===== src/cart_pkg.sv =====
// Shared sizes, download offsets, header-mode codes and size-field addresses
package cart_pkg;

	// ============================================================
	// Download port
	// ============================================================

	localparam int dl_addr_bits = 25;
	localparam int dl_data_bits = 16;

	// Download index reserved for cheat code files
	localparam logic [7:0] code_index = 8'hFF;

	// Cartridge images carry a 512-byte copier header in front
	localparam logic [dl_addr_bits-1:0] copier_offset = 25'h200;

	// ============================================================
	// Save RAM and masks
	// ============================================================

	// 128 KB of battery-backed RAM
	localparam int bsram_bits = 17;
	localparam int mask_bits = 24;

	// 256 words of 16 bits per 512-byte sector
	localparam int sector_word_bits = 8;

	// ============================================================
	// Header decode
	// ============================================================

	localparam logic [2:0] hdr_auto = 3'd0;
	localparam logic [2:0] hdr_none = 3'd1;
	localparam logic [2:0] hdr_lorom = 3'd2;
	localparam logic [2:0] hdr_hirom = 3'd3;
	localparam logic [2:0] hdr_exhirom = 3'd4;

	// Word holding the ROM size byte; RAM size sits two bytes higher
	localparam logic [dl_addr_bits-1:0] lorom_size_addr = 25'h7FD6 + copier_offset;
	localparam logic [dl_addr_bits-1:0] hirom_size_addr = 25'hFFD6 + copier_offset;
	localparam logic [dl_addr_bits-1:0] exhirom_size_addr = 25'h40FFD6 + copier_offset;

	// 4 MB when the header says nothing
	localparam logic [3:0] default_rom_size = 4'hC;

	// Strobe bit on top of flags, address, compare and replace
	localparam int code_word_bits = 129;

endpackage


===== src/backup_sequencer.sv =====
// Save RAM backup control with enable, pending writes and sector transfer FSM
module backup_sequencer (
	input  logic                              clk_sys,
	input  logic                              reset,
	input  logic                              cart_download,
	input  logic [cart_pkg::mask_bits-1:0]    ram_mask,
	input  logic                              img_mounted,
	input  logic                              img_readonly,
	input  logic                              img_size_nonzero,
	input  logic                              bk_load_req,
	input  logic                              bk_save_req,
	input  logic                              autosave,
	input  logic                              osd_status,
	input  logic                              bsram_ce_n,
	input  logic                              bsram_we_n,
	input  logic                              sd_ack,
	output logic [31:0]                       sd_lba,
	output logic                              sd_rd,
	output logic                              sd_wr,
	output logic                              loading,
	output logic                              pending
);
	import cart_pkg::*;

	logic        bk_ena;
	logic        busy;
	logic        download_q;
	logic        load_req_q;
	logic        save_want_q;
	logic        ack_q;
	logic        core_write;
	logic        save_want;
	logic        load_start;
	logic        save_start;
	logic        auto_load;
	logic        start;
	logic [31:0] last_lba;

	assign core_write = ~bsram_ce_n & ~bsram_we_n;

	// Menu closing with unsaved data counts as a save request
	assign save_want = bk_save_req | (pending & osd_status & autosave);

	assign load_start = bk_load_req & ~load_req_q;
	assign save_start = save_want & ~save_want_q;
	assign auto_load = download_q & ~cart_download & img_size_nonzero;
	assign start = bk_ena & ~busy & (load_start | save_start | auto_load);

	// One sector per 512 bytes of RAM
	assign last_lba = 32'(ram_mask[mask_bits-1:9]);

	// ============================================================
	// Enable and pending tracking
	// ============================================================

	always_ff @(posedge clk_sys) begin
		if (!reset) begin
			bk_ena <= 1'b0;
			pending <= 1'b0;
			download_q <= 1'b0;
		end else begin
			download_q <= cart_download;
			if (cart_download & ~download_q) begin
				bk_ena <= 1'b0;
			end
			// Image is mounted by the time the download finishes
			if (cart_download && img_mounted && !img_readonly) begin
				bk_ena <= |ram_mask;
			end
			if (bk_ena && !osd_status && core_write) begin
				pending <= 1'b1;
			end else if (busy) begin
				pending <= 1'b0;
			end
		end
	end

	// ============================================================
	// Sector transfer
	// ============================================================

	always_ff @(posedge clk_sys) begin
		if (!reset) begin
			sd_lba <= 32'd0;
			sd_rd <= 1'b0;
			sd_wr <= 1'b0;
			busy <= 1'b0;
			loading <= 1'b0;
			load_req_q <= 1'b0;
			save_want_q <= 1'b0;
			ack_q <= 1'b0;
		end else begin
			load_req_q <= bk_load_req;
			save_want_q <= save_want;
			ack_q <= sd_ack;

			// Host took the request
			if (sd_ack & ~ack_q) begin
				sd_rd <= 1'b0;
				sd_wr <= 1'b0;
			end

			if (start) begin
				busy <= 1'b1;
				loading <= load_start | auto_load;
				sd_lba <= 32'd0;
				sd_rd <= load_start | auto_load;
				sd_wr <= ~(load_start | auto_load);
			end else if (busy && ack_q && !sd_ack) begin
				if (sd_lba >= last_lba) begin
					busy <= 1'b0;
					loading <= 1'b0;
				end else begin
					sd_lba <= sd_lba + 1'b1;
					sd_rd <= loading;
					sd_wr <= ~loading;
				end
			end
		end
	end

endmodule


===== config.mk =====
export PLATFORM = sky130hd
export DESIGN_NAME = backup_sequencer
export DESIGN_NICKNAME = d
export VERILOG_FILES = /design/src/cart_pkg.sv /design/src/backup_sequencer.sv
export SDC_FILE = /design/constraint.sdc
export NUM_CORES = 1
export LEC_CHECK = 0
export BUFFER_PORTS_ARGS = -buffer_cell sky130_fd_sc_hd__clkbuf_2
export CAP_MARGIN = 20
export CORE_MARGIN = 5
export CORE_UTILIZATION = 50
export CTS_CLUSTER_SIZE = 16
export DETAILED_ROUTE_END_ITERATION = 8
export GPL_TIMING_DRIVEN = 0
export PLACE_DENSITY = 0.79
export SYNTH_ARGS = -nofsm -noshare
export SYNTH_HDL_FRONTEND = slang
export SYNTH_SLANG_ARGS = --single-unit

===== constraint.sdc =====
create_clock -name clk_sys -period 2.41 [get_ports clk_sys]
set_clock_uncertainty 0.05 [all_clocks]
set_input_delay 0.3615 -clock clk_sys [delete_from_list [all_inputs] [get_ports clk_sys]]
set_output_delay 0.3615 -clock clk_sys [all_outputs]
set_load 0.02 [all_outputs]

After elaboration in Yosys (flattened, before gate mapping)

Index checks and enable logic that the tools add are counted.

Add/subtract/negate cells: 1
Multipliers: 0
Divide/modulo/power cells: 0
$lt $le $gt $ge: 1
Equal/unequal tests: 0
Shift-type cells: 0
Multiplexer cells: 16
Bitwise gates (word level): 27
Reductions and logical operators: 17

Operators with widths:

| operator                                       | number |
|---|---|
| adder 32 x 1 -> 32 bit (second input constant) | 1 |
| greater-or-equal comparator 32 x 15 -> 1 bit   | 1 |
| OR reduction 24 bit                            | 1 |
| 2-to-1 mux 1 bit                               | 16 |
| NOT 1 bit                                      | 12 |
| bitwise AND 1 bit                              | 11 |
| nonzero test 2 bit                             | 4 |
| logical AND 1 bit                              | 6 |
| bitwise OR 1 bit                               | 4 |
| AND reduction 2 bit                            | 2 |
| logical NOT 1 bit                              | 3 |
| OR reduction 2 bit                             | 1 |

Register bits after elaboration: 42
Bits in latches: 0
RAM bits: 0
ROM bits: 0
Input bits: 37
Output and inout port bits: 36
Word-level logic and storage cells: 73
Memories kept: 0

Longest topological paths before layout

Depth in word-level cells: 9
Gate-level depth with buffers: 9
Gate-level depth less buffers: 8

Least setup slack after synthesis

Ideal clock, no wire load.

Path type: flip-flop to flip-flop
Start point: register sd_lba[7]
End point: register sd_lba[9]
Setup time: 0.116 ns
Arrival: 2.076 ns
Data required time: 2.244 ns
Slack: 0.168 ns
Stages on the path, launching flop included: 8
Buffers on the path: 0
Period minus slack after synthesis: 2.242 ns
Cell sequence: dfxtp_1 -> ha_1 -> a21oi_1 -> o21ai_0 -> a211oi_4 -> nor2_1 -> o311a_1 -> a41o_1

Cells in the longest elaborated chain, start to end: 3
Elaborated cells between the ends (all ways): 4
Those cells by class: 1 x add/sub; 1 x order compare; 1 x bitwise; 1 x reduce/logical

RTL lines:

| what                                         | RTL line                | text |
|---|---|---|
| from (decl)                                  | backup_sequencer.sv:17  | `output logic [31:0] sd_lba,` |
| from (signal assigned)                       | backup_sequencer.sv:114 | `sd_lba <= sd_lba + 1'b1;` |
| greater-or-equal comparator 32 x 15 -> 1 bit | backup_sequencer.sv:110 | `if (sd_lba >= last_lba) begin` |
| NOT 1 bit (no line)                          | --                      |  |
| AND reduction 2 bit (no line)                | --                      |  |

Parallel ways exist; a longest one is shown, timed or not.
A chain may end at the register's enable or synchronous reset.

Final worst setup path

Start point: register sd_lba[6]
End point: register sd_lba[8]

Same word-level chain as after synthesis.

==> reports/qor.csv <==
metric,value,unit
crit path max-delay cell type,or4_1,
register area,848.3,um^2
GPL Wtd Cong,0.8471,
power share of the combinational group,8.8,%
post-synth net total,310,
CP Cell Sequence,ha_1 > nand4_1 > o21ai_0 > a211oi_4 > o211ai_4 > or4_1 > a21oi_1,
Non-Filler Instances,388,
final period utilization,95.28,%
Worst Hold End,load_req_q,
Cell Rows,24,
DRT Pass-1 Iters,4,
clk_lat worst skew,0.30,ns
Sw Share,25.65,%
startpoint types,flop,
Post-Syn Instances,257,
vias,2187,
net switching power,0.0003309,W
Critical R2R Launch,sd_lba[6],
final setup TNS,0,ns
largest net degree at the start of global routing,16,
placed insts,381,
1st-iter DRT viols,148,
RSZ-0062 raised after global routing,no,
Internal Power,0.0009594,W
Setup CP Type,flop to flop,
Fillers,370,
worst-margin pin slew,0.6074,ns
number of buffers inserted by hold repair at cts,0,
final total power,0.001290,W
Yosys warnings,0,
most frequent cells in the layout,"clkbuf_2 (72), dfxtp_1 (36), nand2_1 (25)",
Tot GR Track Use,18.64,%
core footprint,0.004354,mm^2
# DRC,0,
Pins Over Slew Limit,0,
DR vias/cell,5.637,
chip width,76.85,um
PortBufs,72,
area occupied by multi-input gates,0.001284,mm^2
status,completed,
Clock power frac,36.7,%
sequential share of the synthesized area,37.63,%
area delta synth->final,23.52,%
Yosys cell types,41,
initial core utilization,51.32,%
Critical Path AT,2.47,ns
register share of total power,54.5,%
clock sink count,42,
hold path cells,2,
grt total ovfl,0,
"commonest non-fill, non-tap cell in the layout",clkbuf_2,
Worst R2R Path Depth,7,
post-route ant nets,0,
post-CTS resize count,0,
Critical Path RT,2.59,ns
die area,0.005906,mm^2
CTS Buffer Depth,2,
DP HPWL,4267,um
fmax,435.5,MHz
final setup fails,0,
crit path max fanout,9,
"EDFF count, synth",0,
CTS Root Cell,clkbuf_8,
global-route wire length before repair,9094,um
Die Y,76.85,um
Leak Pwr,1.364,nW
Min-Delay Startpoint,bk_load_req,
WL per Instance,14.26,um
layout cells sized above 1,31.25,%
Main synth FF type,dfxtp_1,
CP Buf/Inv Count,0,
Slew headroom,59.51,%
Crit Reg-Reg Endpoint,sd_lba[8],
fin nets,388,
utilization after layout,63.39,%
CP max stage delay,0.50,ns
CTS tree,done,
Max Cap Viol,0,
reg2reg setup slack,0.11,ns
Fin. Hold Viols,0,
Synth Cell Area,0.002235,mm^2
H-tree Lvls,2,
Post-CTS Setup Inserts,0,
Worst Hold Class,input port to flop,
Clock transition at path regs,0.08,ns
min cycle time layout,2.296,ns
initial antenna violation count,0,
cell family with most CP delay,compound AO/OA/AOI/OAI gates,
Mapped Avg Cell Area,8.695,um^2
clock buffer count from CTS,5,
vias in the first global route,1990,
Max VDD drop,0.4489,mV
async set-or-reset flop fraction in the synthesized netlist,0,%
# IOs,73,
Synth Register Bits,42,
Routed WL,5532,um
antenna cells,0,
PwrDens,467.5,mW/mm^2
critical path endpoint category,flop,
state kept, by name, indices dropped and copies added (netlist names):
name         cells
sd_rd            1
bk_ena           1
pending          1
download_q       1
sd_lba          32
sd_wr            1
loading          1
save_want_q      1
busy             1
ack_q            1
load_req_q       1
per-stage QoR:
| step | instance area [um^2] | setup slack, ns | hold slack (ns) |
|---|---|---|---|
| after CTS | 2754 | 0.08087 | 0.2248 |
| after global placement | 2660 | 0.004923 | 0.4133 |
| after detailed placement | 2660 | -0.002869 | 0.4211 |
| final | 2760 | 0.1138 | 0.2330 |
| after floorplan | 2235 | 0.1676 | 0.3856 |
| after global routing | 2760 | 0.005900 | 0.2494 |
synthesized netlist by cell type, drive strengths merged, types with 3 or more instances:
library cell / number / area (um^2)
dfxtp: 42 / 840.8
nand2: 25 / 93.84
and3: 22 / 137.6
inv: 21 / 78.83
ha: 16 / 200.2
a21oi: 12 / 60.06
nand3: 12 / 60.06
nand4: 12 / 75.07
or2: 11 / 68.82
mux2i: 10 / 100.1
nor4: 10 / 83.83
clkbuf: 8 / 30.03
nor3: 8 / 40.04
o21ai: 8 / 40.04
nor2: 6 / 30.03
and2: 4 / 25.02
o211ai: 4 / 43.79
nor2b: 3 / 18.77
cells by family (layout without fill, tap and decap cells):
group	after synthesis	after routing	share of synthesized area, %
flip-flops	42	42	37.63
AO/OA/AOI/OAI	36	36	11.37
multiplexers	10	10	4.479
adder cells (fa/ha/maj)	16	16	8.958
AND/OR/NAND/NOR	123	123	32.53
buffers and inverters	30	109	5.039
per-layer routing:
metal	vias to the layer above	global-route usage (%)	share of wire, %
li1	1094	-	-
met1	1001	24.95	47
met2	84	27.93	43
met3	8	5.035	9.3
met4	0	8.217	1.4
met5	-	0	0
layout make-up:
type	count	share of cell area (%)
Buffer	8	1.088
Clock buffer	5	2.493
Clock inverter	3	0.9066
Inverter	21	2.856
Multi-Input combinational cell	185	46.51
Sequential cell	42	30.73
Tap cell	52	2.357
Timing Repair Buffer	72	13.06
how the worst max path moves through the flow:
| stage | slack (ns) | from | cells past startpoint | endpoint |
|---|---|---|---|---|
| 6_report | 0.11 | sd_lba[6] | 7 | sd_lba[8] |
| 4_1_cts | 0.08 | sd_lba[7] | 7 | sd_lba[8] |
| 5_1_grt | 0.006 | sd_lba[3] | 7 | sd_lba[8] |
| 3_5_place_dp | -0.003 | ram_mask[23] | 9 | sd_lba[5] |
| 2_1_floorplan | 0.17 | sd_lba[7] | 7 | sd_lba[9] |
| 3_3_place_gp | 0.005 | ram_mask[16] | 9 | sd_lba[9] |
power groups by stage:
| stage | clock (W) | sequential, W | combinational (W) |
|---|---|---|---|
| 2_1_floorplan | 0 | 0.000721 | 0.0000594 |
| 3_3_place_gp | 0 | 0.000720 | 0.000110 |
| 3_5_place_dp | 0 | 0.000720 | 0.000114 |
| 4_1_cts | 0.000486 | 0.000704 | 0.000114 |
| 5_1_grt | 0.000506 | 0.000704 | 0.000128 |
| 6_report | 0.000473 | 0.000703 | 0.000114 |
Power figures use the tool's default switching activity.
