<file path="config.mk">
export PLATFORM = sky130hd
export DESIGN_NAME = rom_header_detect
export DESIGN_NICKNAME = d
export VERILOG_FILES = /design/src/cart_pkg.sv /design/src/rom_header_detect.sv
export SDC_FILE = /design/constraint.sdc
export NUM_CORES = 1
export LEC_CHECK = 0
export ABC_AREA = 1
export BUFFER_PORTS_ARGS = -buffer_cell sky130_fd_sc_hd__buf_2
export CAP_MARGIN = 20
export CORE_MARGIN = 10
export CORE_UTILIZATION = 50
export CTS_CLUSTER_DIAMETER = 50
export DETAILED_ROUTE_END_ITERATION = 12
export PLACE_DENSITY = 0.81
export SETUP_SLACK_MARGIN = 0.02
export SLEW_MARGIN = 20
export SYNTH_ARGS = -nofsm -noshare
export SYNTH_HDL_FRONTEND = slang
export SYNTH_SLANG_ARGS = --single-unit
</file>
<file path="constraint.sdc">
create_clock -name clk_sys -period 2 [get_ports clk_sys]
set_clock_uncertainty 0.2 [all_clocks]
set_input_delay 0.1 -clock clk_sys [delete_from_list [all_inputs] [get_ports clk_sys]]
set_output_delay 0.1 -clock clk_sys [all_outputs]
set_load 0.02 [all_outputs]
</file>
<file path="src/cart_pkg.sv">
// Shared sizes, download offsets, header-mode codes and size-field addresses
package cart_pkg;

	// ============================================================
	// Download port
	// ============================================================

	localparam int dl_addr_bits = 25;
	localparam int dl_data_bits = 16;

	// Download index reserved for cheat code files
	localparam logic [7:0] code_index = 8'hFF;

	// Cartridge images carry a 512-byte copier header in front
	localparam logic [dl_addr_bits-1:0] copier_offset = 25'h200;

	// ============================================================
	// Save RAM and masks
	// ============================================================

	// 128 KB of battery-backed RAM
	localparam int bsram_bits = 17;
	localparam int mask_bits = 24;

	// 256 words of 16 bits per 512-byte sector
	localparam int sector_word_bits = 8;

	// ============================================================
	// Header decode
	// ============================================================

	localparam logic [2:0] hdr_auto = 3'd0;
	localparam logic [2:0] hdr_none = 3'd1;
	localparam logic [2:0] hdr_lorom = 3'd2;
	localparam logic [2:0] hdr_hirom = 3'd3;
	localparam logic [2:0] hdr_exhirom = 3'd4;

	// Word holding the ROM size byte; RAM size sits two bytes higher
	localparam logic [dl_addr_bits-1:0] lorom_size_addr = 25'h7FD6 + copier_offset;
	localparam logic [dl_addr_bits-1:0] hirom_size_addr = 25'hFFD6 + copier_offset;
	localparam logic [dl_addr_bits-1:0] exhirom_size_addr = 25'h40FFD6 + copier_offset;

	// 4 MB when the header says nothing
	localparam logic [3:0] default_rom_size = 4'hC;

	// Strobe bit on top of flags, address, compare and replace
	localparam int code_word_bits = 129;

endpackage

</file>
<file path="src/rom_header_detect.sv">
// Cartridge header decoder producing ROM type, region and ROM/RAM address masks
module rom_header_detect (
	input  logic                                 clk_sys,
	input  logic                                 reset,
	input  logic                                 cart_download,
	input  logic                                 ioctl_wr,
	input  logic [cart_pkg::dl_addr_bits-1:0]    ioctl_addr,
	input  logic [cart_pkg::dl_data_bits-1:0]    ioctl_dout,
	input  logic [2:0]                           header_mode,
	output logic [7:0]                           rom_type,
	output logic [cart_pkg::mask_bits-1:0]       rom_mask,
	output logic [cart_pkg::mask_bits-1:0]       ram_mask,
	output logic                                 rom_region
);
	import cart_pkg::*;

	logic [3:0]              rom_size;
	logic [3:0]              ram_size;
	logic                    size_upd;
	logic                    hdr_wr;
	logic                    size_force;
	logic [dl_addr_bits-1:0] size_addr;

	// Size code n means 1 KB << n
	function automatic logic [mask_bits-1:0] size_to_mask(input logic [3:0] size);
		logic [mask_bits-1:0] one_kb;
		one_kb = mask_bits'(1024);
		return (one_kb << size) - 1'b1;
	endfunction

	assign hdr_wr = cart_download & ioctl_wr;

	// Forced mappings read the sizes from the internal header
	always_comb begin
		size_force = 1'b1;
		size_addr = lorom_size_addr;
		case (header_mode)
			hdr_lorom:   size_addr = lorom_size_addr;
			hdr_hirom:   size_addr = hirom_size_addr;
			hdr_exhirom: size_addr = exhirom_size_addr;
			default:     size_force = 1'b0;
		endcase
	end

	always_ff @(posedge clk_sys) begin
		if (!reset) begin
			rom_type <= 8'd0;
			rom_region <= 1'b0;
			rom_size <= 4'd0;
			ram_size <= 4'd0;
			size_upd <= 1'b0;
		end else begin
			size_upd <= 1'b0;
			if (hdr_wr) begin
				if (ioctl_addr == '0) begin
					size_upd <= 1'b1;
					if (header_mode == hdr_auto && ioctl_dout[7:0] != 8'd0) begin
						{ram_size, rom_size} <= ioctl_dout[7:0];
					end else begin
						rom_size <= default_rom_size;
						ram_size <= 4'd0;
					end
					case (header_mode)
						hdr_none, hdr_lorom: rom_type <= 8'd0;
						hdr_hirom:           rom_type <= 8'd1;
						hdr_exhirom:         rom_type <= 8'd2;
						default:             rom_type <= ioctl_dout[15:8];
					endcase
				end
				if (ioctl_addr == dl_addr_bits'(2)) begin
					rom_region <= ioctl_dout[8];
				end
				// Later writes override the sizes from word 0
				if (size_force && ioctl_addr == size_addr) begin
					rom_size <= ioctl_dout[11:8];
					size_upd <= 1'b1;
				end
				if (size_force && ioctl_addr == size_addr + 2'd2) begin
					ram_size <= ioctl_dout[3:0];
					size_upd <= 1'b1;
				end
			end
		end
	end

	// Masks follow one cycle behind a size update
	always_ff @(posedge clk_sys) begin
		if (!reset) begin
			rom_mask <= '0;
			ram_mask <= '0;
		end else if (size_upd) begin
			rom_mask <= size_to_mask(rom_size);
			ram_mask <= (ram_size != 4'd0) ? size_to_mask(ram_size) : '0;
		end
	end

endmodule

</file>
Word-level counts from Yosys, hierarchy flattened:

Cells that the tools add are included.

* bits in registers: 66
* bits in latches: 0
* RAM bits: 0
* bits in read-only memories: 0
* input bits: 48
* output and inout port bits: 57
* word-level logic and storage cells: 49
* memories kept: 0

* add/sub/neg operators: 3
* multipliers: 0
* div/mod/pow operators: 0
* magnitude comparators: 0
* equality and inequality tests: 7
* shifts and indexed selects: 2
* multiplexer cells: 13
* bitwise gates (word level): 1
* reduce and logical (&&, ||, !) cells: 16

Operator list (number)
* $eq A25 B25 Y1: 2
* $shl A11 B4 Y24 const A: 2
* $sub A24 B1 Y24 const B: 2
* $pmux W23 S2: 1
* $add A25 B2 Y25 const B: 1
* $eq A25 B2 Y1 const B: 1
* $logic_not A25 Y1: 1
* $mux W24: 1
* $mux W4: 6
* $pmux W8 S3: 1
* $reduce_and A2 Y1: 5
* $reduce_bool A8 Y1: 1
* $eq A3 B2 Y1 const B: 2
* $mux W1: 4
* $reduce_bool A2 Y1: 2
* $reduce_bool A4 Y1: 1
* $eq A3 B1 Y1 const B: 1
* $eq A3 B3 Y1 const B: 1
* $logic_and A1 B1 Y1: 3
* $logic_not A3 Y1: 1
* $reduce_or A3 Y1: 1
* $reduce_or A2 Y1: 1
* $and A1 B1 Y1: 1

Logic depth before layout (Yosys ltp):

Gate-level depths: netlist of run 1.

* depth in word-level cells: 7
* gate-level depth with buffers: 12
* depth with buffers taken out: 12

Worst setup path after synthesis of run 1:

No wires, ideal clock.

* path kind: flip-flop to flip-flop
* start: register rom_size[2]
* end: register rom_mask[16] (netlist bit)
* data arrival time: 1.468 ns
* required time: 1.684 ns
* setup slack: 0.216 ns
* cell stages (with the launch flop): 12
* path buffers: 1
* period minus slack after synthesis: 1.784 ns
* cells stage by stage: dfxtp_1 -> clkbuf_1 -> inv_1 -> nand2_1 -> inv_1 -> nand2_1 -> ha_1 -> o21ai_0 -> o21ai_0 -> nand3_1 -> o211ai_1 -> inv_1

* longest elaborated chain between the ends: 2

Ends and longest elaborated chain
* from (decl): line rom_header_detect.sv:17 `logic [3:0] rom_size;`
* from (signal assigned): line rom_header_detect.sv:58 `{ram_size, rom_size} <= ioctl_dout[7:0];`
* from (signal assigned): line rom_header_detect.sv:60 `rom_size <= default_rom_size;`
* from (signal assigned): line rom_header_detect.sv:75 `rom_size <= ioctl_dout[11:8];`
* $shl A11 B4 Y24: line rom_header_detect.sv:28 `return (one_kb << size) - 1'b1;`
* $sub A24 B1 Y24: line rom_header_detect.sv:28
* to (signal assigned): line rom_header_detect.sv:92 `rom_mask <= size_to_mask(rom_size);`
* to (decl): line rom_header_detect.sv:11 `output logic [cart_pkg::mask_bits-1:0] rom_mask,`

Every way passes these cells.
A chain may end at the register's enable or synchronous reset.

Worst setup path after layout of run 1:

Same ends and word-level chain as after synthesis.

==> out/results.ini, run 1 <==
[status]
status = complete, no violations

[yosys]
yosys-top-cells-area = dfxtp_1 (34%), nand2_1 (12%), nor2_1 (8.1%)
synth_seq_cells = 48
yosysTopAreaCellShare_pct = 34.2
ys_async_sr_fraction_pct = 0
syn_area_um2 = 2810
syn_inst = 424
yosysTopAreaCell = dfxtp_1
synth_cell_types = 37
ys.flop_type = dfxtp_1
syn_area_per_cell_um2 = 6.63
synth_edf_count = 0
syn-num-nets = 474
ys_warn_count = 0
yosysSeqAreaShare_pct = 34.2

[cells_and_area]
regArea_um2 = 963
layout_common_cells = buf_2 (104), nand2_1 (90), nor2_1 (60)
area_delta_synth_final_pct = 25.4
layout_commonest_cell = buf_2
fillCellCount = 498
utilization_pct = 64.4
n_antenna_cell = 0
nets = 577
drive_gt1_share_pct = 26.6
multi_input_area_um2 = 1490

[placed_design]
port_buffers = 104
place_hpwl_mm = 5.99
routabilityCongestion = 0.956

[floorplanning]
ios = 105
fp.coreArea_um2 = 5470
start_util_pct = 51.4
die_w_um = 95
die_area_um2 = 9030
die_height_um = 95
rows = 27

[power_and_ir_drop]
ir_worst_vdd_uv = 340
p_total_mw = 1.69
power.leakage_nw = 1.83
power.density_nw_per_um2 = 479

[drt]
drt_iter0_markers = 165
wl_per_cell_um = 13.0
viasPerCell = 5.16
vias = 3090
drcViolationCount = 0
detail_route.first_pass.iterations = 5
ant_nets = 0
wl_mm = 7.79

[grt]
track_usage_pct = 17.0
grt_pass1_wl_mm = 12.8
first_global_vias = 2891
antenna_found_initial = 0
grt_overflow = 0
grt_max_degree = 25

[sta]
finalHoldViolCount = 0
tns_ns = 0
fmax_mhz = 540
period_minus_slack_ns = 1.85
hold-worst-slack_ns = 0.0620
finalCritPeriodShare_pct = 92.6
tightest_slew_ns = 0.477
rsz0062_at_grt = true
final_max_slew_viol_count = 0
setup_violations = 0
relSlewSlack_pct = 68.1

[setup_path]
critPathKind = flip-flop to flip-flop
crit_start = rom_size[2]
r2r-start = rom_size[2]
crit_required_ns = 1.99
ff2ff_setup_slack_ns = 0.15
arrival_ns = 1.84
endpoint_kind = flip-flop
crit_path_start_kind = flip-flop
crit_path_max_fanout = 8

[clock_network]
htreeDepth = 2
post_cts.repair.setup_buffers = 0
cts_tree = built
numCtsBuffers = 5
clk_path_buf_depth = 2
root_buffer = clkbuf_8
clk_latency_ns = 0.29
clkTransAtPathRegs_ns = 0.08
cts.sinks = 48

[worst_hold_path]
min-delay-path-class = primary input to flip-flop
worstHoldStart = ioctl_wr

[job]
cap_violations = 0

[critical path, stage by stage (launching register included)]
cell and delay [ns]:
dfxtp_2 0.40, inv_1 0.13, nand2_1 0.11, inv_1 0.06, nand2_1 0.08, ha_1 0.18, o21ai_0 0.14, o21ai_0 0.20
nand3_1 0.10, o211ai_1 0.09, inv_1 0.05
[final cells by class]
class	instances	area share [%]
tap	72	2.56
sequential	48	27.3
multi-input combinational	299	42.3
inverter	48	5.11
clock buffer	6	2.06
clock inverter	1	0.142
timing repair buffer	125	20.5
[cells by family (layout without fill, tap and decap cells)]
group           after synthesis  in the layout  synth area share (%)
xor+xnor                      2              2                 0.623
buf+inv                      77            180                  12.9
fa+ha+maj                     2              2                 0.890
simple gates                236            236                  40.2
compound gates               59             59                  11.2
flops                        48             48                  34.2
[stage by stage]
| step | area (um2) | setup slack, ns | std cells |
|---|---|---|---|
| after CTS | 3520 | 0.0660 | 599 |
| after global placement | 3260 | 0.235 | 574 |
| after global routing | 3530 | 0.0119 | 599 |
| final | 3530 | 0.148 | 599 |
| after detailed placement | 3260 | 0.0732 | 574 |
| after floorplan | 2810 | 0.216 | 424 |
[sequential cells by signal, summed over array words and instances, names as in the netlist]
name	count
rom_type	8
rom_region	1
rom_size	4
rom_mask	15
ram_size	4
size_upd	1
ram_mask	15
[per-layer routing]
metal / global-route usage (%) / part of all wire (%) / vias up
met5: 0 / 0 / -
met4: 5.49 / 2.0 / 0
met3: 7.38 / 13 / 13
met2: 29.1 / 44 / 151
met1: 18.5 / 40 / 1358
li1: - / - / 1568
[power by group]
| part | internal (mW) | switching [mW] |
|---|---|---|
| logic | 0.0836 | 0.113 |
| clock network | 0.238 | 0.299 |
| registers | 0.954 | 0.00000000972 |
[worst paths after layout]
check,to,depth (start not counted)
setup / recovery,rom_mask[16],10
hold / removal,rom_type[0],5
setup reg to reg,rom_mask[16],10
hold reg to reg,rom_mask[17],2
[cell usage after synthesis (3+ instances only)]
cell       n
inv_2      5
nand4_1   12
o21ai_0   16
nor2_2     3
inv_1     42
dfxtp_1   48
nand3b_1   4
nand2_1   90
nand2_2    4
clkbuf_1   7
o211ai_1   4
buf_4     19
a21oi_1   35
nor2_1    61
nand3_1   35
nor3_1    10
[timing repair]
| action | in CTS | in global routing |
|---|---|---|
| resized for setup | 0 | 4 |
| endpoints found under the setup margin | 0 | 4 |
| endpoints found under the hold margin | 19 | 0 |
| hold buffers | 18 | 0 |
Note: power is estimated with default switching activity, not from simulation.
==> run 2, diff against run 1 <==
--- a/config.mk
+++ b/config.mk
@@ -13,6 +13,7 @@
 export CTS_CLUSTER_DIAMETER = 50
 export DETAILED_ROUTE_END_ITERATION = 12
 export PLACE_DENSITY = 0.81
+export RECOVER_POWER = 25
 export SETUP_SLACK_MARGIN = 0.02
 export SLEW_MARGIN = 20
 export SYNTH_ARGS = -nofsm -noshare
==> run 2 against run 1 <==
Against the previous run:
- sequential cell count did not move
- core utilization fell by 0.59 points
- combinational power about the same
- final area decreased by 0.92%
- non-clock buffer count unchanged
- register-to-register slack improved by 0.03 ns
- critical path depth did not move
- highest routed layer unchanged
- critical path type unchanged
==> out/results.ini, run 2 (synthesis results as in run 1) <==
[setup_path]
crit_slowest_cell = dfxtp_2
crit_path_max_fanout = 8
crit_path_start_kind = flip-flop
r2r-start = rom_size[2]
crit_required_ns = 1.99
critPathKind = flip-flop to flip-flop
endpoint_kind = flip-flop
cp_cell_sequence = inv_1 > nand2_1 > inv_1 > nand2_1 > ha_1 > o21ai_0 > o21ai_0 > nand3_1 > o211ai_1 > inv_1
cpPeakStageDelay_ns = 0.39
path_buf_inv = 3
critPathTopFamily = compound AO/OA/AOI/OAI gates
arrival_ns = 1.82
worst_path_most_repeated_cell = inv_1
crit_start = rom_size[2]

[grt]
grt_overflow = 0
global_route.usage.met1_pct = 18.5
track_usage_pct = 17.0
grt_max_degree = 25
grt_use_met3_pct = 7.38
use_met2_pct = 29.1
grt_pass1_wl_mm = 12.8
grt.busiest_layer = met2
antenna_found_initial = 0
first_global_vias = 2891

[sta]
relSlewSlack_pct = 68.2
rsz0062_at_grt = true
fin_ws_ns = 0.176
tns_ns = 0
finalHoldViolCount = 0
fmax_mhz = 548
setup_violations = 0
final_max_slew_viol_count = 0
hold-worst-slack_ns = 0.0624
tightest_slew_ns = 0.476
finalCritPeriodShare_pct = 91.2
period_minus_slack_ns = 1.82

[floorplanning]
die_area_um2 = 9030
rows = 27
die_w_um = 95
die_height_um = 95
fp.coreArea_um2 = 5470
start_util_pct = 51.4
ios = 105

[cells_and_area]
layout_commonest_cell = nand2_1
drive_gt1_share_pct = 21.6
n_antenna_cell = 0
reg_top3 = ram_mask: 15 flops, rom_mask: 15 flops, rom_type: 8 flops
layout_common_cells = nand2_1 (90), buf_2 (78), nor2_1 (60)
nets = 577
utilization_pct = 63.8
area_delta_synth_final_pct = 24.2

[clock_network]
htreeDepth = 2
cts_tree = built
clk_latency_ns = 0.29
cts.sinks = 48
post_cts.repair.setup_buffers = 0
numCtsBuffers = 5
clk_path_buf_depth = 2
root_buffer = clkbuf_8
clkTransAtPathRegs_ns = 0.08

[drt]
wl_per_cell_um = 13.0
drcViolationCount = 0
detail_route.first_pass.iterations = 5
viasPerCell = 5.13
drt_iter0_markers = 192
vias = 3072
ant_nets = 0
wl_mm = 7.76

[power_and_ir_drop]
power.density_nw_per_um2 = 483
ir_worst_vdd_uv = 340
p_total_mw = 1.69
power.leakage_nw = 1.71

[placed_design]
post-place-ws_ns = 0.0732
port_buffers = 104
routabilityCongestion = 0.956
place_hpwl_mm = 5.99

[worst_hold_path]
min-delay-path-class = primary input to flip-flop
worstHoldStart = ioctl_wr

[job]
cap_violations = 0

[status]
status = complete, no violations

-- run 2: power by group --
group | total (mW) | switching, mW | internal, mW
combinational | 0.196 | 0.112 | 0.0836
clock | 0.538 | 0.300 | 0.238
sequential | 0.954 | 0.00000000975 | 0.954
-- run 2: worst paths after layout --
kind             endpoint  slack, ns  cells past startpoint
min           rom_type[0]       0.06                      5
max          rom_mask[16]       0.18                     10
max reg2reg  rom_mask[16]       0.18                     10
min reg2reg  ram_mask[21]       0.27                      2
-- run 2: area by class of cell --
| type | instances | area [um2] |
|---|---|---|
| Timing Repair Buffer | 125 | 691 |
| Inverter | 48 | 180 |
| Tap cell | 72 | 90.1 |
| Multi-Input combinational cell | 299 | 1490 |
| Clock inverter | 1 | 5.00 |
| Sequential cell | 48 | 963 |
| Fill cell | 510 | 1980 |
| Clock buffer | 6 | 72.6 |
-- run 2: worst reg2reg max path: cells and delay by family, from the launching register on --
| family | cells | cell delay [ns] |
|---|---|---|
| AOI/OAI and AO/OA | 3 | 0.42 |
| adders and majority gates | 1 | 0.18 |
| buffers and inverters | 3 | 0.23 |
| DFF | 1 | 0.39 |
| and+or+nand+nor | 3 | 0.28 |
-- run 2: per-layer routing --
metal,share of wire (%),wire (um)
met5,0,0
met4,2.2,174
met3,14,1060
met2,44,3440
met1,40,3090
-- run 2: what timing repair did --
action / in CTS / in global routing
hold endpoints to repair: 19 / 0
resized for setup: 0 / 4
endpoints found under the setup margin: 0 / 4
hold buffers: 18 / 0
-- run 2: through the flow --
step	instances	area, um2
2_1_floorplan	424	2810
3_3_place_gp	574	3260
3_5_place_dp	574	3260
4_1_cts	599	3520
5_1_grt	599	3490
6_report	599	3490
==> run 3, diff against run 2 <==
--- a/config.mk
+++ b/config.mk
@@ -12,6 +12,7 @@
 export CORE_UTILIZATION = 50
 export CTS_CLUSTER_DIAMETER = 50
 export DETAILED_ROUTE_END_ITERATION = 12
+export HOLD_SLACK_MARGIN = 0.1
 export PLACE_DENSITY = 0.81
 export RECOVER_POWER = 25
 export SETUP_SLACK_MARGIN = 0.02
==> run 3 against run 2 <==
Against the previous run:
- global-route usage increased by 0.78 points
- cell count up 1.8%
- worst hold slack improved by 0.067 ns
==> out/results.ini, run 3 (synthesis results as in run 1) <==
[power_and_ir_drop]
p_total_mw = 1.71
p_switching_mw = 0.425
clkPwrFrac_pct = 31.9
power.density_nw_per_um2 = 470
power_frac_comb_pct = 12.2
sw_frac_of_total_pct = 24.9
power.leakage_nw = 1.75
p_int_mw = 1.28
seqPwrFrac_pct = 55.9
ir_worst_vdd_uv = 341

[drt]
ant_nets = 0
wl_mm = 8.26
vias = 3155
drt_iter0_markers = 156
viasPerCell = 5.17
detail_route.first_pass.iterations = 4
wl_per_cell_um = 13.5
drcViolationCount = 0

[worst_hold_path]
min-delay-path-class = primary input to flip-flop

[floorplanning]
ios = 105
die_w_um = 95
die_area_um2 = 9030
fp.coreArea_um2 = 5470
start_util_pct = 51.4
die_height_um = 95
rows = 27

[grt]
antenna_found_initial = 0
track_usage_pct = 17.8
grt_overflow = 0
grt_max_degree = 25
grt_pass1_wl_mm = 13.3
first_global_vias = 2959

[clock_network]
clkTransAtPathRegs_ns = 0.08
clk_path_buf_depth = 2
root_buffer = clkbuf_8
cts_tree = built
htreeDepth = 2
clk_latency_ns = 0.30
numCtsBuffers = 5
cts.sinks = 48

[sta]
finalHoldViolCount = 0
period_minus_slack_ns = 1.88
tns_ns = 0
setup_violations = 0
tightest_slew_ns = 0.497
fin_ws_ns = 0.124
hold-worst-slack_ns = 0.130
relSlewSlack_pct = 66.8
finalCritPeriodShare_pct = 93.8
final_max_slew_viol_count = 0
fmax_mhz = 533
rsz0062_at_grt = false

[cells_and_area]
finalNonFillerCells = 610
layout_commonest_cell = nand2_1
layout_common_cells = nand2_1 (90), buf_2 (78), nor2_1 (59)
drive_gt1_share_pct = 22.9
design_area_um2 = 3630
n_antenna_cell = 0
area_delta_synth_final_pct = 29.0
utilization_pct = 66.3
nets = 588
reg_top3 = ram_mask: 15 flops, rom_mask: 15 flops, rom_type: 8 flops

[placed_design]
placed_area_um2 = 3260
post-place-ws_ns = 0.0732
port_buffers = 104
place_inst = 574
place_hpwl_mm = 5.99
routabilityCongestion = 0.956

[job]
cap_violations = 0

[setup_path]
endpoint_kind = flip-flop
crit_required_ns = 2.04
critPathKind = primary input to flip-flop
crit_path_max_fanout = 7
crit_path_start_kind = primary input
arrival_ns = 1.91

[status]
status = complete, no violations

[run 3: cell types whose count changed in the layout (fill, tap and decap cells not counted), moves of 2 or more]
cell and delta:
dlygate4sd3_1 +8, nand3_1 -2, buf_4 +3, nor3_2 +2, nor3_1 -2, nand3_2 +2
[run 3: routing by layer]
layer | up-vias | routed length (um) | GRT usage (%)
met5 | - | 0 | 0
met4 | 0 | 136 | 5.74
met3 | 13 | 1050 | 7.45
met2 | 168 | 3800 | 30.5
met1 | 1385 | 3270 | 19.4
li1 | 1589 | - | -
[run 3: power by group through the flow]
| stage | logic (mW) | clock network, mW | registers (mW) |
|---|---|---|---|
| final | 0.208 | 0.544 | 0.954 |
| after detailed placement | 0.167 | 0 | 0.977 |
| after floorplan | 0.0913 | 0 | 0.977 |
| after global routing | 0.227 | 0.577 | 0.955 |
| after CTS | 0.194 | 0.553 | 0.954 |
| after global placement | 0.164 | 0 | 0.977 |
[run 3: repair_timing]
action	CTS	global route
gates resized for setup	0	12
setup buffers	0	3
endpoints found under the setup margin	0	12
endpoints found under the hold margin	24	0
hold buffers	26	0
[run 3: worst paths after layout]
| kind | start | to | slack, ns | depth (start not counted) |
|---|---|---|---|---|
| hold / removal | ioctl_addr[17] | rom_region | 0.13 | 5 |
| setup / recovery | ioctl_addr[10] | rom_type[4] | 0.12 | 9 |
| hold reg to reg | ram_mask[21] | ram_mask[21] | 0.27 | 2 |
| setup reg to reg | rom_size[2] | rom_mask[16] | 0.17 | 10 |
[run 3: area by class of cell]
cell class / count / area, um2
Fill cell: 492 / 1850
Multi-Input combinational cell: 299 / 1520
Sequential cell: 48 / 963
Timing Repair Buffer: 136 / 793
Inverter: 48 / 184
Tap cell: 72 / 90.1
Clock buffer: 6 / 72.6
Clock inverter: 1 / 5.00
[run 3: critical path: stages]
cell           delay (ns)
buf_2                0.11
nor2_1               0.15
nand3_2              0.12
nor3_2               0.22
nand3_2              0.14
nor2_4               0.23
nand3_1              0.11
dlygate4sd3_1        0.60
a21oi_1              0.12
