$ cat src/cart_pkg.sv
// Shared sizes, download offsets, header-mode codes and size-field addresses
package cart_pkg;

	// ============================================================
	// Download port
	// ============================================================

	localparam int dl_addr_bits = 25;
	localparam int dl_data_bits = 16;

	// Download index reserved for cheat code files
	localparam logic [7:0] code_index = 8'hFF;

	// Cartridge images carry a 512-byte copier header in front
	localparam logic [dl_addr_bits-1:0] copier_offset = 25'h200;

	// ============================================================
	// Save RAM and masks
	// ============================================================

	// 128 KB of battery-backed RAM
	localparam int bsram_bits = 17;
	localparam int mask_bits = 24;

	// 256 words of 16 bits per 512-byte sector
	localparam int sector_word_bits = 8;

	// ============================================================
	// Header decode
	// ============================================================

	localparam logic [2:0] hdr_auto = 3'd0;
	localparam logic [2:0] hdr_none = 3'd1;
	localparam logic [2:0] hdr_lorom = 3'd2;
	localparam logic [2:0] hdr_hirom = 3'd3;
	localparam logic [2:0] hdr_exhirom = 3'd4;

	// Word holding the ROM size byte; RAM size sits two bytes higher
	localparam logic [dl_addr_bits-1:0] lorom_size_addr = 25'h7FD6 + copier_offset;
	localparam logic [dl_addr_bits-1:0] hirom_size_addr = 25'hFFD6 + copier_offset;
	localparam logic [dl_addr_bits-1:0] exhirom_size_addr = 25'h40FFD6 + copier_offset;

	// 4 MB when the header says nothing
	localparam logic [3:0] default_rom_size = 4'hC;

	// Strobe bit on top of flags, address, compare and replace
	localparam int code_word_bits = 129;

endpackage

$ cat src/cheat_code_collector.sv
// Cheat code word assembler with one-cycle load strobe and code list reset
module cheat_code_collector (
	input  logic                                 clk_sys,
	input  logic                                 reset,
	input  logic                                 code_download,
	input  logic                                 cart_download,
	input  logic                                 ioctl_wr,
	input  logic [cart_pkg::dl_addr_bits-1:0]    ioctl_addr,
	input  logic [cart_pkg::dl_data_bits-1:0]    ioctl_dout,
	output logic [cart_pkg::code_word_bits-1:0] gg_code,
	output logic                                 gg_reset
);
	import cart_pkg::*;

	logic [dl_addr_bits-1:0]   code_offset;
	logic [code_word_bits-2:0] code_payload;
	logic                      code_strobe;
	logic                      code_wr;

	// Code files share the copier header offset of the cartridge images
	assign code_offset = ioctl_addr - copier_offset;
	assign code_wr = code_download & ioctl_wr;

	// Fields are {flags, address, compare, replace}, low word first
	always_ff @(posedge clk_sys) begin
		if (code_wr) begin
			case (code_offset[3:0])
				4'd0:  code_payload[111:96] <= ioctl_dout;
				4'd2:  code_payload[127:112] <= ioctl_dout;
				4'd4:  code_payload[79:64] <= ioctl_dout;
				4'd6:  code_payload[95:80] <= ioctl_dout;
				4'd8:  code_payload[47:32] <= ioctl_dout;
				4'd10: code_payload[63:48] <= ioctl_dout;
				4'd12: code_payload[15:0] <= ioctl_dout;
				4'd14: code_payload[31:16] <= ioctl_dout;
				default: ;
			endcase
		end
	end

	// Last word of a code clocks it into the cheat engine
	always_ff @(posedge clk_sys) begin
		if (!reset) begin
			code_strobe <= 1'b0;
		end else begin
			code_strobe <= code_wr && code_offset[3:0] == 4'd14;
		end
	end

	assign gg_code = {code_strobe, code_payload};

	// Code list is flushed by a new cartridge or a new code file
	assign gg_reset = cart_download | (code_wr & (ioctl_addr == '0));

endmodule

$ cat config.mk
export PLATFORM = sky130hd
export DESIGN_NAME = cheat_code_collector
export DESIGN_NICKNAME = d
export VERILOG_FILES = /design/src/cart_pkg.sv /design/src/cheat_code_collector.sv
export SDC_FILE = /design/constraint.sdc
export NUM_CORES = 1
export LEC_CHECK = 0
export ABC_AREA = 1
export BUFFER_PORTS_ARGS = -buffer_cell sky130_fd_sc_hd__buf_2
export CAP_MARGIN = 20
export CORE_ASPECT_RATIO = 0.75
export CORE_MARGIN = 4
export CORE_UTILIZATION = 50
export CTS_CLUSTER_DIAMETER = 40
export CTS_CLUSTER_SIZE = 40
export DETAILED_ROUTE_END_ITERATION = 12
export PLACE_DENSITY = 0.83
export REMOVE_ABC_BUFFERS = 1
export SLEW_MARGIN = 5
export SYNTH_ARGS = -nofsm -noshare
export SYNTH_HDL_FRONTEND = slang
export SYNTH_SLANG_ARGS = --single-unit
$ cat constraint.sdc
create_clock -name clk_sys -period 3.55 [get_ports clk_sys]
set_clock_uncertainty 0.05 [all_clocks]
set_input_delay 0.1775 -clock clk_sys [delete_from_list [all_inputs] [get_ports clk_sys]]
set_output_delay 0.1775 -clock clk_sys [all_outputs]
set_load 0.05 [all_outputs]
Word-level counts from Yosys, hierarchy flattened
Index checks and enable logic that the tools add are counted.
{"block": "totals", "ff_bits": 129, "in_bits": 46, "output_inout_bits": 130, "word_cells": 31}
{"block": "classes", "addsub": 1, "n_eq_ne": 7, "bitwise_logic": 3, "reduce_logical": 11}
{"op": "25-bit zero test", "n": 1}
{"op": "4-bit == test, second input constant", "n": 4}
{"op": "2-bit AND reduction", "n": 8}
{"op": "4-bit by 3-bit == test with 1-bit output, second input constant", "n": 2}
{"op": "4-bit by 2-bit == test with 1-bit output, second input constant", "n": 1}
{"op": "4-bit zero test", "n": 1}
{"op": "4-bit by 1-bit subtractor with 4-bit output, second input constant", "n": 1}
{"op": "1-bit AND", "n": 2}
{"op": "1-bit logical AND", "n": 1}
{"op": "1-bit OR", "n": 1}

Longest topological paths before layout
Gate-level depths: netlist of run 1.
{"block": "logic_depth", "ltp_word": 3, "mapped_depth": 7, "mapped_depth_nobuf": 7}

Least setup slack after synthesis of run 1
No wires, ideal clock.
{"block": "synth_path", "kind": "input-to-reg", "startpoint": "input port ioctl_addr[0] in the netlist's numbering", "endpoint": "register code_payload[48] (enable)", "setup_time_ps": 388, "arrival_ps": 1135, "required_ps": 3112, "setup_slack_ps": 1976, "cell_stages": 2, "n_path_buf": 0, "path_cell_list": "nand3b_2 > nor2_1"}
{"block": "synth_via", "elab_chain_cells": 3}
{"item": "start: declaration", "line_no": "cheat_code_collector.sv:8", "text": "input logic [cart_pkg::dl_addr_bits-1:0] ioctl_addr,"}
{"item": "4-bit by 1-bit subtractor with 4-bit output", "line_no": "cheat_code_collector.sv:21", "text": "assign code_offset = ioctl_addr - copier_offset;"}
{"item": "4-bit == test", "line_no": "cheat_code_collector.sv:27", "text": "case (code_offset[3:0])"}
{"item": "2-bit AND reduction (no source line)"}
{"item": "end signal: assignment", "line_no": "cheat_code_collector.sv:33", "text": "4'd10: code_payload[63:48] <= ioctl_dout;"}
{"item": "end: declaration", "line_no": "cheat_code_collector.sv:16", "text": "logic [code_word_bits-2:0] code_payload;"}
Every way passes these cells.
A chain may end at the register's enable or synchronous reset.

Worst setup path after layout of run 1
{"block": "layout_path", "startpoint": "register code_payload[120]", "endpoint": "output port gg_code[120] in the netlist's numbering"}
{"item": "start signal: assignment", "line_no": "cheat_code_collector.sv:29", "text": "4'd2: code_payload[127:112] <= ioctl_dout;"}
{"item": "end: declaration", "line_no": "cheat_code_collector.sv:10", "text": "output logic [cart_pkg::code_word_bits-1:0] gg_code,"}
No word-level cell between the ends.

==> impl_results.md, run 1 <==
- Mapped Area: 4130 µm²
- Sequential fraction of the synthesis area: 93.5%
- DR iter-0 viols: 141
- PortBufs: 175
- RSZ-0062 raised after global routing: no
- Fillcell total: 469
- Initial core utilization: 52.0%
- CP peak stage delay: 0.38 ns
- Critical path arrival: 1.16 ns
- Most area-consuming cells after synthesis: edfxtp_1 93%, inv_1 1.5%, nand2_1 1.5%
- DR vias: 2519
- First-pass GRT wire length: 15200 µm
- # DRC: 0
- Buf/Inv on CP: 1
- Min Tclk post-route: 1.38 ns
- Vias per inst: 4.85
- Pwr dens: 629 nW/µm²
- HPWL after DPL: 6470 µm
- Yosys top cell by area: edfxtp_1
- Clock transition at path regs: 0.06 ns
- CP Capture Type: output port
- Yosys cell types: 13
- Average cell area after synthesis: 21.8 µm²
- Slew Viols, Final: 0
- Initial antenna violation count: 0
- Post-synth top area share: 93.0%
- DRT Pass-1 Iters: 4
- Yosys warns: 0
- Post-Syn Instances: 190
- Final setup violation count: 0
- Worst slew margin: 28.2%
- Num CTS Buffers: 17
- Horiz. Die Dim: 113 µm
- Share of layout cells above drive strength 1: 54.1%
- CP endpoint: gg_code[120]
- Final #Nets: 447
- Maximum root-to-sink buffer count: 2
- DRT antenna net count: 0
- Critical Path Stages: 1
- Crit path max fanout: 1
- Total wire length: 10300 µm
- Die Ht: 86.7 µm
- Hold Fails Final Rpt: 0
- FP Rows: 28
- Number of synthesized register bits: 129
- Total Routing Usage GR: 21.7%
- Max VDD drop: 0.000368 V
- Vias in the first global route: 2596
- Ports: 176
- Startpoint type of the worst setup path: register
- Highest clock rate: 0.722 GHz
- Crit path required time: 3.32 ns
- Worst path top cell family by delay: flip-flops
- Die footprint: 9800 µm²
- Max Cap Viol: 0
- Post-Route Utilization: 75.3%
- Tcrit/Tclk final: 39.0%
- Core Area: 7950 µm²
- Status: finished clean
- Root buf cell: clkbuf_8
- GP Congestion: 0.854
- TritonCTS clock tree: yes
- Total grt overflow: 0
- Final setup TNS: 0 ns
- Crit-path cells: buf_2
- Worst hold-check path type: in -> reg
- Largest net degree at the start of global routing: 17
- # diodes: 0
- Setup CP Type: reg -> out
- Leak: 0.00242 µW
- Slew @ Worst Pin: 1.08 ns
- Routed length per placed instance: 19.9 µm
- Syn-to-layout area delta: 44.9%
- H-tree levels: 4
- Clk sinks: 129
- Critical path origin: code_payload[120]
- Critical Path Slowest Stage Cell: edfxtp_1
## report_power, final
part	switching (µW)	internal, µW
sequential	5.23	1690
clock	625	1280
combinational	111	46.6
total	742	3020
## layout by cell type, fill, tap and decap left out, types with 2 or more instances in the layout
cell / Yosys / layout
buf_2: 0 / 175
edfxtp_1: 128 / 128
dlygate4sd3_1: 0 / 18
inv_1: 17 / 17
nand2_1: 17 / 17
clkbuf_16: 0 / 16
nor2_2: 2 / 10
nor2_1: 15 / 7
bufinv_16: 0 / 6
inv_2: 3 / 3
clkinv_2: 0 / 3
nand2_2: 2 / 2
clkinvlp_4: 0 / 2
clkinv_4: 0 / 2
## routing by layer
metal | wire, µm | part of all wire, % | up-vias | global-route usage [%]
met4 | 163 | 1.6 | 0 | 6.99
met3 | 956 | 9.3 | 17 | 8.37
met5 | 0 | 0 | - | 0
met2 | 5170 | 50 | 168 | 36.0
li1 | - | - | 1117 | -
met1 | 4020 | 39 | 1217 | 26.6
## final cells by class
cell class / count / area [µm²] / area share, %
clock buffers: 18 / 418 / 6.98
repair buffers: 193 / 1060 / 17.6
well taps: 105 / 131 / 2.19
inverters: 20 / 75.1 / 1.25
clock inverters: 14 / 236 / 3.95
multi-input cells: 40 / 206 / 3.45
flip-flops and latches: 129 / 3860 / 64.5
## synthesized netlist by cell type
cell type,n
nand2_1,17
nor2_2,2
inv_2,3
edfxtp_1,128
nand3b_2,1
dfxtp_1,1
nor2_4,1
inv_1,17
buf_4,1
nor2_1,15
nand2_2,2
nor3b_2,1
and2_0,1
## worst min path at each step
stage,start,endpoint,slack (ns),cells past startpoint
floorplan,ioctl_dout[0],code_payload[0],0.23,0
global placement,ioctl_dout[12],code_payload[76],0.39,1
detailed placement,reset,code_strobe,0.40,2
CTS,ioctl_addr[2],code_payload[82],0.24,3
global route,ioctl_addr[2],code_payload[95],0.25,3
finish,ioctl_addr[2],code_payload[85],0.25,3
## cell families after synthesis
logic type	after synthesis	synth area share, %
DFF	129	93.5
buffers and inverters	21	2.00
and+or+nand+nor	40	4.51
## what timing repair did
action,in CTS,in global routing
setup buffers,0,0
gates resized for setup,0,0
hold buffers,18,0
hold endpoints to repair,129,0
## per-stage QoR
stage / hold WS (ns) / setup WS, ns / std cells / instance area, µm² / power, µW
6_report: 0.246 / 2.17 / 519 / 5990 / 3760
5_1_grt: 0.249 / 2.12 / 519 / 5990 / 3880
4_1_cts: 0.236 / 2.15 / 519 / 5990 / 3780
3_5_place_dp: 0.399 / 1.75 / 469 / 5150 / 1870
3_3_place_gp: 0.393 / 1.84 / 469 / 5150 / 1870
2_1_floorplan: 0.226 / 1.98 / 189 / 4130 / 1810
## sequential cells by signal (all words and copies together), names as in the netlist
register and count:
code_payload 128, code_strobe 1
Power figures use the tool's default switching activity.
==> run 2: changes to the inputs <==
- ABC_AREA: 1 -> 0
- CORE_UTILIZATION: 50 -> 46
- PLACE_DENSITY: 0.83 -> 0.78
- clock period: 3.55 -> 1.3 ns (I/O delays scaled with it)
==> run 2 against run 1 <==
Against the previous run:
- largest power group is now sequential cells
- flip-flop and latch count stayed put
- sequential power rose to 2.7 times the previous value
- total power rose to 2.6 times the previous value
- routed wire length is 5.2% lower
- critical path depth grew 4
- clock power up 140%
- global-route usage down 2.4 points
- count of clock-buffer cells in the layout decreased by 1
- synthesized area decreased by 2.7%
- largest cell class unchanged
- die area rose by 5.3%
- critical path type is now in -> out
- highest routed layer unchanged
- worst setup slack worse by 2.1 ns
- first-iteration DRC count is 30% higher
==> impl_results.md, run 2 <==
- Max reg flops: 128 (unchanged)
- Min Tclk post-route: 1.20 ns
- Final #Nets: 423 (was 447)
- Routed length per placed instance: 19.6 µm (was 19.9 µm)
- # hold bufs at CTS: 17 (was 18)
- Largest family of logic cells by synthesized area: simple AND/OR/NAND/NOR gates (unchanged)
- DR vias: 2408 (was 2519)
- Setup bufs post-CTS: 0 (unchanged)
- Largest net degree at the start of global routing: 17 (unchanged)
- Post_cts resized: 0 (unchanged)
- Crit path max fanout: 4 (was 1)
- Pwr dens: 1610 nW/µm² (was 629 nW/µm²)
- Total wire length: 9770 µm (was 10300 µm)
- Highest clock rate: 0.834 GHz
- Layout Cells excl Fill: 498 (was 519)
- Synth async-reset ratio: 0% (unchanged)
- Die footprint: 10300 µm² (was 9800 µm²)
- Root buf cell: clkbuf_16 (was clkbuf_8)
- Min-delay src: ioctl_addr[2] (unchanged)
- Critical path arrival: 1.08 ns (was 1.16 ns)
- Clock transition at path regs: 0.05 ns (was 0.06 ns)
- Hold Fails Final Rpt: 0 (unchanged)
- CP Capture Type: output port (unchanged)
- Most frequent cell after synthesis: edfxtp_1 (unchanged)
- Post-Syn Instances: 152 (was 190)
- Final setup margin: 0.101 ns (was 2.17 ns)
- Yosys cell types: 14 (was 13)
- FP Rows: 29 (was 28)
- Crit path required time: 1.19 ns (was 3.32 ns)
- CP dominant cell by count: buf_2
- Hold endpoint: code_payload[81] (was code_payload[85])
- Most area-consuming cells after synthesis: edfxtp_1 96%, nand4bb_4 0.68%, nor2_1 0.65% (was edfxtp_1 93%, inv_1 1.5%, nand2_1 1.5%)
- Vias per inst: 4.84 (was 4.85)
- Largest registers: code_payload: 128 flops, code_strobe: 1 flops (unchanged)
- Total Routing Usage GR: 19.3% (was 21.7%)
- # diodes: 0 (unchanged)
- DRT Pass-1 Iters: 4 (unchanged)
- Worst path top cell family by delay: simple AND/OR/NAND/NOR gates (was flip-flops)
- Worst hold-check path type: in -> reg (unchanged)
- TritonCTS clock tree: yes (unchanged)
- Worst slew margin: 80.4% (was 28.2%)
- Die Ht: 89.0 µm (was 86.7 µm)
- Final Hold Slack: 0.131 ns (was 0.246 ns)
- CP peak stage delay: 0.27 ns (was 0.38 ns)
- First-pass GRT wire length: 13700 µm (was 15200 µm)
- Yosys top cell by area: edfxtp_1 (unchanged)
- Maximum root-to-sink buffer count: 2 (unchanged)
- Slew @ Worst Pin: 0.292 ns (was 1.08 ns)
- Num CTS Buffers: 17 (unchanged)
- RSZ-0062 raised after global routing: no (unchanged)
- Synth Area in Adders: 0% (unchanged)
- # placed instances: 449 (was 469)
- Synth Area in Simple Gates: 3.45% (was 4.51%)
- Most flop-heavy register: code_payload (unchanged)
- Average cell area after synthesis: 26.4 µm² (was 21.8 µm²)
- Horiz. Die Dim: 116 µm (was 113 µm)
- Post-Synth XOR/XNOR Area: 0% (unchanged)
- Final setup violation count: 0 (unchanged)
- Vias in the first global route: 2366 (was 2596)
- Post-synth top cells: 128 x edfxtp_1, 7 x nor2_1, 4 x nor4_1 (was 128 x edfxtp_1, 17 x inv_1, 17 x nand2_1)
- Max VDD drop: 0.00142 V (was 0.000368 V)
- Commonest non-fill, non-tap cell in the layout: buf_2 (unchanged)
- Syn-to-layout area delta: 49.1% (was 44.9%)
- Fillcell total: 543 (was 469)
- # DRC: 0 (unchanged)
- Number of synthesized register bits: 129 (unchanged)
- Final setup TNS: 0 ns (unchanged)
- Slew Viols, Final: 0 (unchanged)
- GP Congestion: 0.771 (was 0.854)
- Buf/Inv on CP: 2 (was 1)
- PortBufs: 175 (unchanged)
- DRT antenna net count: 0 (unchanged)
- Total grt overflow: 0 (unchanged)
- Post-Route Utilization: 70.6% (was 75.3%)
- Startpoint type of the worst setup path: primary input (was register)
- Synth Flop Type: edfxtp_1 (unchanged)
- Hold path depth: 3 (unchanged)
- Mapped Area: 4020 µm² (was 4130 µm²)
- Setup CP Type: in -> out (was reg -> out)
- Yosys warns: 0 (unchanged)
- Tcrit/Tclk final: 92.2%
- Sequential fraction of the synthesis area: 96.1% (was 93.5%)
- H-tree levels: 4 (unchanged)
- Commonest cells after routing, fill and taps aside: 175 x buf_2, 128 x edfxtp_1, 17 x clkbuf_16, 17 x dlygate4sd3_1, 9 x buf_4 (was 175 x buf_2, 128 x edfxtp_1, 18 x dlygate4sd3_1, 17 x inv_1, 17 x nand2_1)
- Initial antenna violation count: 0 (unchanged)
- Core Area: 8490 µm² (was 7950 µm²)
- Place WS: -0.0223 ns (was 1.75 ns)
- Post-synth EDFFs: 128 (unchanged)
- Post-synthesis mux area share: 0% (unchanged)
- Share of layout cells above drive strength 1: 59.0% (was 54.1%)
- Post-synth top area share: 95.6% (was 93.0%)
- Max Cap Viol: 0 (unchanged)
- HPWL after DPL: 6750 µm (was 6470 µm)
- Status: finished clean (unchanged)
- Initial core utilization: 47.3% (was 52.0%)
- Clk sinks: 129 (unchanged)
- Complex-gate fraction of the synthesized area: 0.249% (was 0%)
- DR iter-0 viols: 184 (was 141)
- Critical Path Slowest Stage Cell: nand4bb_4 (was edfxtp_1)
- Leak: 0.00234 µW (was 0.00242 µW)
- Crit-path cells: buf_2 > nand4bb_4 > nor3_4 > a41o_1 > buf_2 (was buf_2)
- Ports: 176 (unchanged)
run 2: worst max path at each step:
stage             startpoint           endpoint  slack, ns  cells past startpoint
6_report       ioctl_addr[1]           gg_reset       0.10                      5
5_1_grt        ioctl_addr[1]           gg_reset       0.06                      5
4_1_cts        ioctl_addr[1]           gg_reset       0.09                      5
3_5_place_dp   ioctl_addr[0]  code_payload[126]      -0.02                      4
3_3_place_gp   ioctl_addr[0]   code_payload[83]     -0.007                      4
2_1_floorplan  ioctl_addr[0]  code_payload[112]      -0.60                      2
run 2: where the power goes:
part	total [µW]	leakage [µW]	internal, µW	switching, µW
registers	4640	0.00116	4620	14.7
clock network	4570	0.000274	2840	1740
logic	421	0.000903	132	289
total	9630	0.00234	7590	2040
run 2: layer usage:
| layer | GRT usage (%) | wire length (µm) |
|---|---|---|
| met5 | 0 | 0 |
| met4 | 5.37 | 46 |
| met3 | 7.44 | 967 |
| met2 | 30.5 | 4660 |
| met1 | 25.5 | 4090 |
run 2: final cells by class:
| type | instances | area, µm² | area share [%] |
|---|---|---|---|
| clock buffer | 17 | 425 | 7.10 |
| clock inverter | 15 | 160 | 2.67 |
| multi-input combinational | 22 | 175 | 2.92 |
| sequential | 129 | 3860 | 64.5 |
| tap | 108 | 135 | 2.25 |
| timing repair buffer | 207 | 1230 | 20.6 |
run 2: kinds of logic after synthesis:
group                  after synthesis
buffers and inverters                1
AOI/OAI and AO/OA                    1
and+or+nand+nor                     21
DFF                                129
run 2: stage by stage:
stage | cell area (µm²) | power, µW
2_1_floorplan | 4010 | 4910
3_3_place_gp | 5240 | 5100
3_5_place_dp | 5240 | 5110
4_1_cts | 5990 | 9710
5_1_grt | 5990 | 9960
6_report | 5990 | 9630
==> run 3: changes to the inputs <==
--- a/config.mk
+++ b/config.mk
@@ -10,5 +10,4 @@
 export CAP_MARGIN = 20
 export CORE_ASPECT_RATIO = 0.75
-export CORE_MARGIN = 4
 export CORE_UTILIZATION = 46
 export CTS_CLUSTER_DIAMETER = 40
==> constraint.sdc (replaced) <==
create_clock -name clk_sys -period 1.3 [get_ports clk_sys]
set_clock_uncertainty 0.05 [all_clocks]
set_input_delay 0.26 -clock clk_sys [delete_from_list [all_inputs] [get_ports clk_sys]]
set_output_delay 0.26 -clock clk_sys [all_outputs]
set_load 0.05 [all_outputs]
==> run 3 against run 2 <==
Against the previous run:
- the flow now finishes with violations (setup timing)
- critical path depth did not move
- total power increased by 3.3%
- fmax shrank 19%
- via count grew 0.29%
- critical endpoint unchanged
- largest power group is now clock
==> impl_results.md, run 3 (synthesis gave the netlist of run 2 again) <==
- Status: finished with violations (was finished clean)
- Failing checks: setup timing
- Leak: 0.00254 µW (was 0.00234 µW)
- Worst path top cell family by delay: simple AND/OR/NAND/NOR gates (unchanged)
- Critical path arrival: 1.17 ns (was 1.08 ns)
- Highest clock rate: 0.677 GHz (was 0.834 GHz)
- Die footprint: 9120 µm² (was 10300 µm²)
- Crit path max fanout: 1 (was 4)
- Ports: 176 (unchanged)
- Hold endpoint: code_payload[112] (was code_payload[81])
- Max VDD drop: 0.000956 V (was 0.00142 V)
- TritonCTS clock tree: yes (unchanged)
- Initial antenna violation count: 0 (unchanged)
- Initial core utilization: 47.6% (was 47.3%)
- HPWL after DPL: 6070 µm (was 6750 µm)
- Placed instance area: 5220 µm² (was 5240 µm²)
- Vias per inst: 4.99 (was 4.84)
- Layout Cells excl Fill: 484 (was 498)
- Largest net degree at the start of global routing: 17 (unchanged)
- Slew Viols, Final: 0 (unchanged)
- Final #Nets: 409 (was 423)
- CP dominant cell by count: buf_6 (was buf_2)
- Largest registers: code_payload: 128 flops, code_strobe: 1 flops (unchanged)
- Commonest non-fill, non-tap cell in the layout: edfxtp_1 (was buf_2)
- PortBufs: 175 (unchanged)
- Routed length per placed instance: 21.8 µm (was 19.6 µm)
- Buf/Inv on CP: 2 (unchanged)
- Setup CP Type: in -> out (unchanged)
- RSZ-0062 raised after global routing: yes (was no)
- Final setup violation count: 13 (was 0)
- Switch Pwr: 2120 µW (was 2040 µW)
- Final setup margin: -0.177 ns (was 0.101 ns)
- Tcrit/Tclk final: 114% (was 92.2%)
- CP peak stage delay: 0.27 ns (about the same)
- Sequential Power Share: 46.7% (was 48.1%)
- H-tree levels: 4 (unchanged)
- Pint: 7830 µW (was 7590 µW)
- Min Tclk post-route: 1.48 ns (was 1.20 ns)
- Fillcell total: 425 (was 543)
- GP Congestion: 0.813 (was 0.771)
- Crit-path cells: buf_6 > nor4_4 > and4_1 > a41o_1 > buf_6 (was buf_2 > nand4bb_4 > nor3_4 > a41o_1 > buf_2)
- DR iter-0 viols: 107 (was 184)
- Root buf cell: clkbuf_16 (unchanged)
- DR vias: 2415 (was 2408)
- Combinational power share: 4.5% (was 4.4%)
- Hold Fails Final Rpt: 0 (unchanged)
- Clock transition at path regs: 0.06 ns (was 0.05 ns)
- DRT Pass-1 Iters: 4 (unchanged)
- CP Capture Type: output port (unchanged)
- Most flop-heavy register: code_payload (unchanged)
- Min-delay src: ioctl_dout[0] (was ioctl_addr[2])
- DRT antenna net count: 0 (unchanged)
- Clock share of power: 48.8% (was 47.5%)
- Critical Path Slowest Stage Cell: nor4_4 (was nand4bb_4)
- Final Hold Slack: 0.0783 ns (was 0.131 ns)
- Startpoint type of the worst setup path: primary input (unchanged)
- Pwr dens: 1510 nW/µm² (was 1610 nW/µm²)
- First-pass GRT wire length: 13300 µm (was 13700 µm)
- Syn-to-layout area delta: 64.0% (was 49.1%)
- Num CTS Buffers: 17 (unchanged)
- Total wire length: 10600 µm (was 9770 µm)
- Clk sinks: 129 (unchanged)
- Maximum root-to-sink buffer count: 2 (unchanged)
- Share of layout cells above drive strength 1: 62.2% (was 59.0%)
- Worst slew margin: 78.8% (was 80.4%)
- Commonest cells after routing, fill and taps aside: 128 x edfxtp_1, 107 x buf_6, 43 x buf_2, 39 x buf_4, 17 x clkbuf_16 (was 175 x buf_2, 128 x edfxtp_1, 17 x clkbuf_16, 17 x dlygate4sd3_1, 9 x buf_4)
- Design Area, Final: 6590 µm² (was 5990 µm²)
- FP Rows: 29 (unchanged)
- # placed instances: 451 (was 449)
- Total grt overflow: 0 (unchanged)
- Max reg flops: 128 (unchanged)
- Sw frac: 21.3% (was 21.2%)
- Total Routing Usage GR: 21.5% (was 19.3%)
- # DRC: 0 (unchanged)
- Max Cap Viol: 0 (unchanged)
- Worst hold-check path type: in -> reg (unchanged)
- Core Area: 8450 µm² (was 8490 µm²)
- Crit path required time: 0.99 ns (was 1.19 ns)
- Hold path depth: 1 (was 3)
- Horiz. Die Dim: 110 µm (was 116 µm)
- # diodes: 0 (unchanged)
- Vias in the first global route: 2309 (was 2366)
- Die Ht: 83.0 µm (was 89.0 µm)
- Slew @ Worst Pin: 0.315 ns (was 0.292 ns)
==> run 3: cell count changes in the layout (fill, tap and decap cells not counted), moves of 16 or more <==
| cell | before | now |
|---|---|---|
| buf_4 | 9 | 39 |
| buf_6 | 0 | 107 |
| dlygate4sd3_1 | 17 | 1 |
| buf_2 | 175 | 43 |
==> run 3: area by class of cell <==
type                       count  area, µm²  area share, %
multi-input combinational     22        203           3.07
clock inverter                14        179           2.71
timing repair buffer         193       1780           27.0
clock buffer                  18        429           6.51
tap                          108        135           2.05
sequential                   129       3860           58.6
==> run 3: through the flow <==
stage | TNS (ns) | utilization (%) | total power, µW | setup slack [ns]
after floorplan | -53.92 | - | 4910 | -0.798
after global placement | -18.15 | 61.7 | 5090 | -0.345
after detailed placement | -20.24 | 61.7 | 5100 | -0.354
after CTS | -0.279 | 73.4 | 9950 | -0.184
after global routing | -1.87 | 78.0 | 10200 | -0.222
final | -0.281 | 78.0 | 9950 | -0.177
==> run 3: worst max-delay path by stage <==
stage / startpoint / endpoint / slack [ns] / cells past startpoint
after global placement: ioctl_addr[19] / gg_reset / -0.35 / 5
after CTS: ioctl_addr[20] / gg_reset / -0.18 / 5
after detailed placement: ioctl_addr[19] / gg_reset / -0.35 / 5
after global routing: ioctl_addr[18] / gg_reset / -0.22 / 5
after floorplan: ioctl_addr[0] / code_payload[112] / -0.80 / 2
final: ioctl_addr[18] / gg_reset / -0.18 / 5
==> run 3: layer usage <==
metal | routed length, µm | up-vias | track usage, %
met1 | 4030 | 1198 | 26.6
met4 | 93 | 0 | 6.91
li1 | - | 1043 | -
met2 | 5480 | 165 | 34.9
met5 | 0 | - | 0
met3 | 972 | 9 | 8.32
==> run 3: timing repair <==
item / CTS / global route
buffers inserted: 0 / 0
setup endpoints to repair: 81 / 123
hold buffers: 1 / 0
pin swaps: 2 / 3
resized for setup: 124 / 165
endpoints found under the hold margin: 1 / 0
==> run 3: power groups by stage <==
stage          clock [µW]  sequential, µW  combinational, µW
6_report             4850            4640                451
5_1_grt              5090            4650                470
4_1_cts              4890            4640                417
3_5_place_dp            0            4720                382
3_3_place_gp            0            4720                372
2_1_floorplan           0            4880               32.2
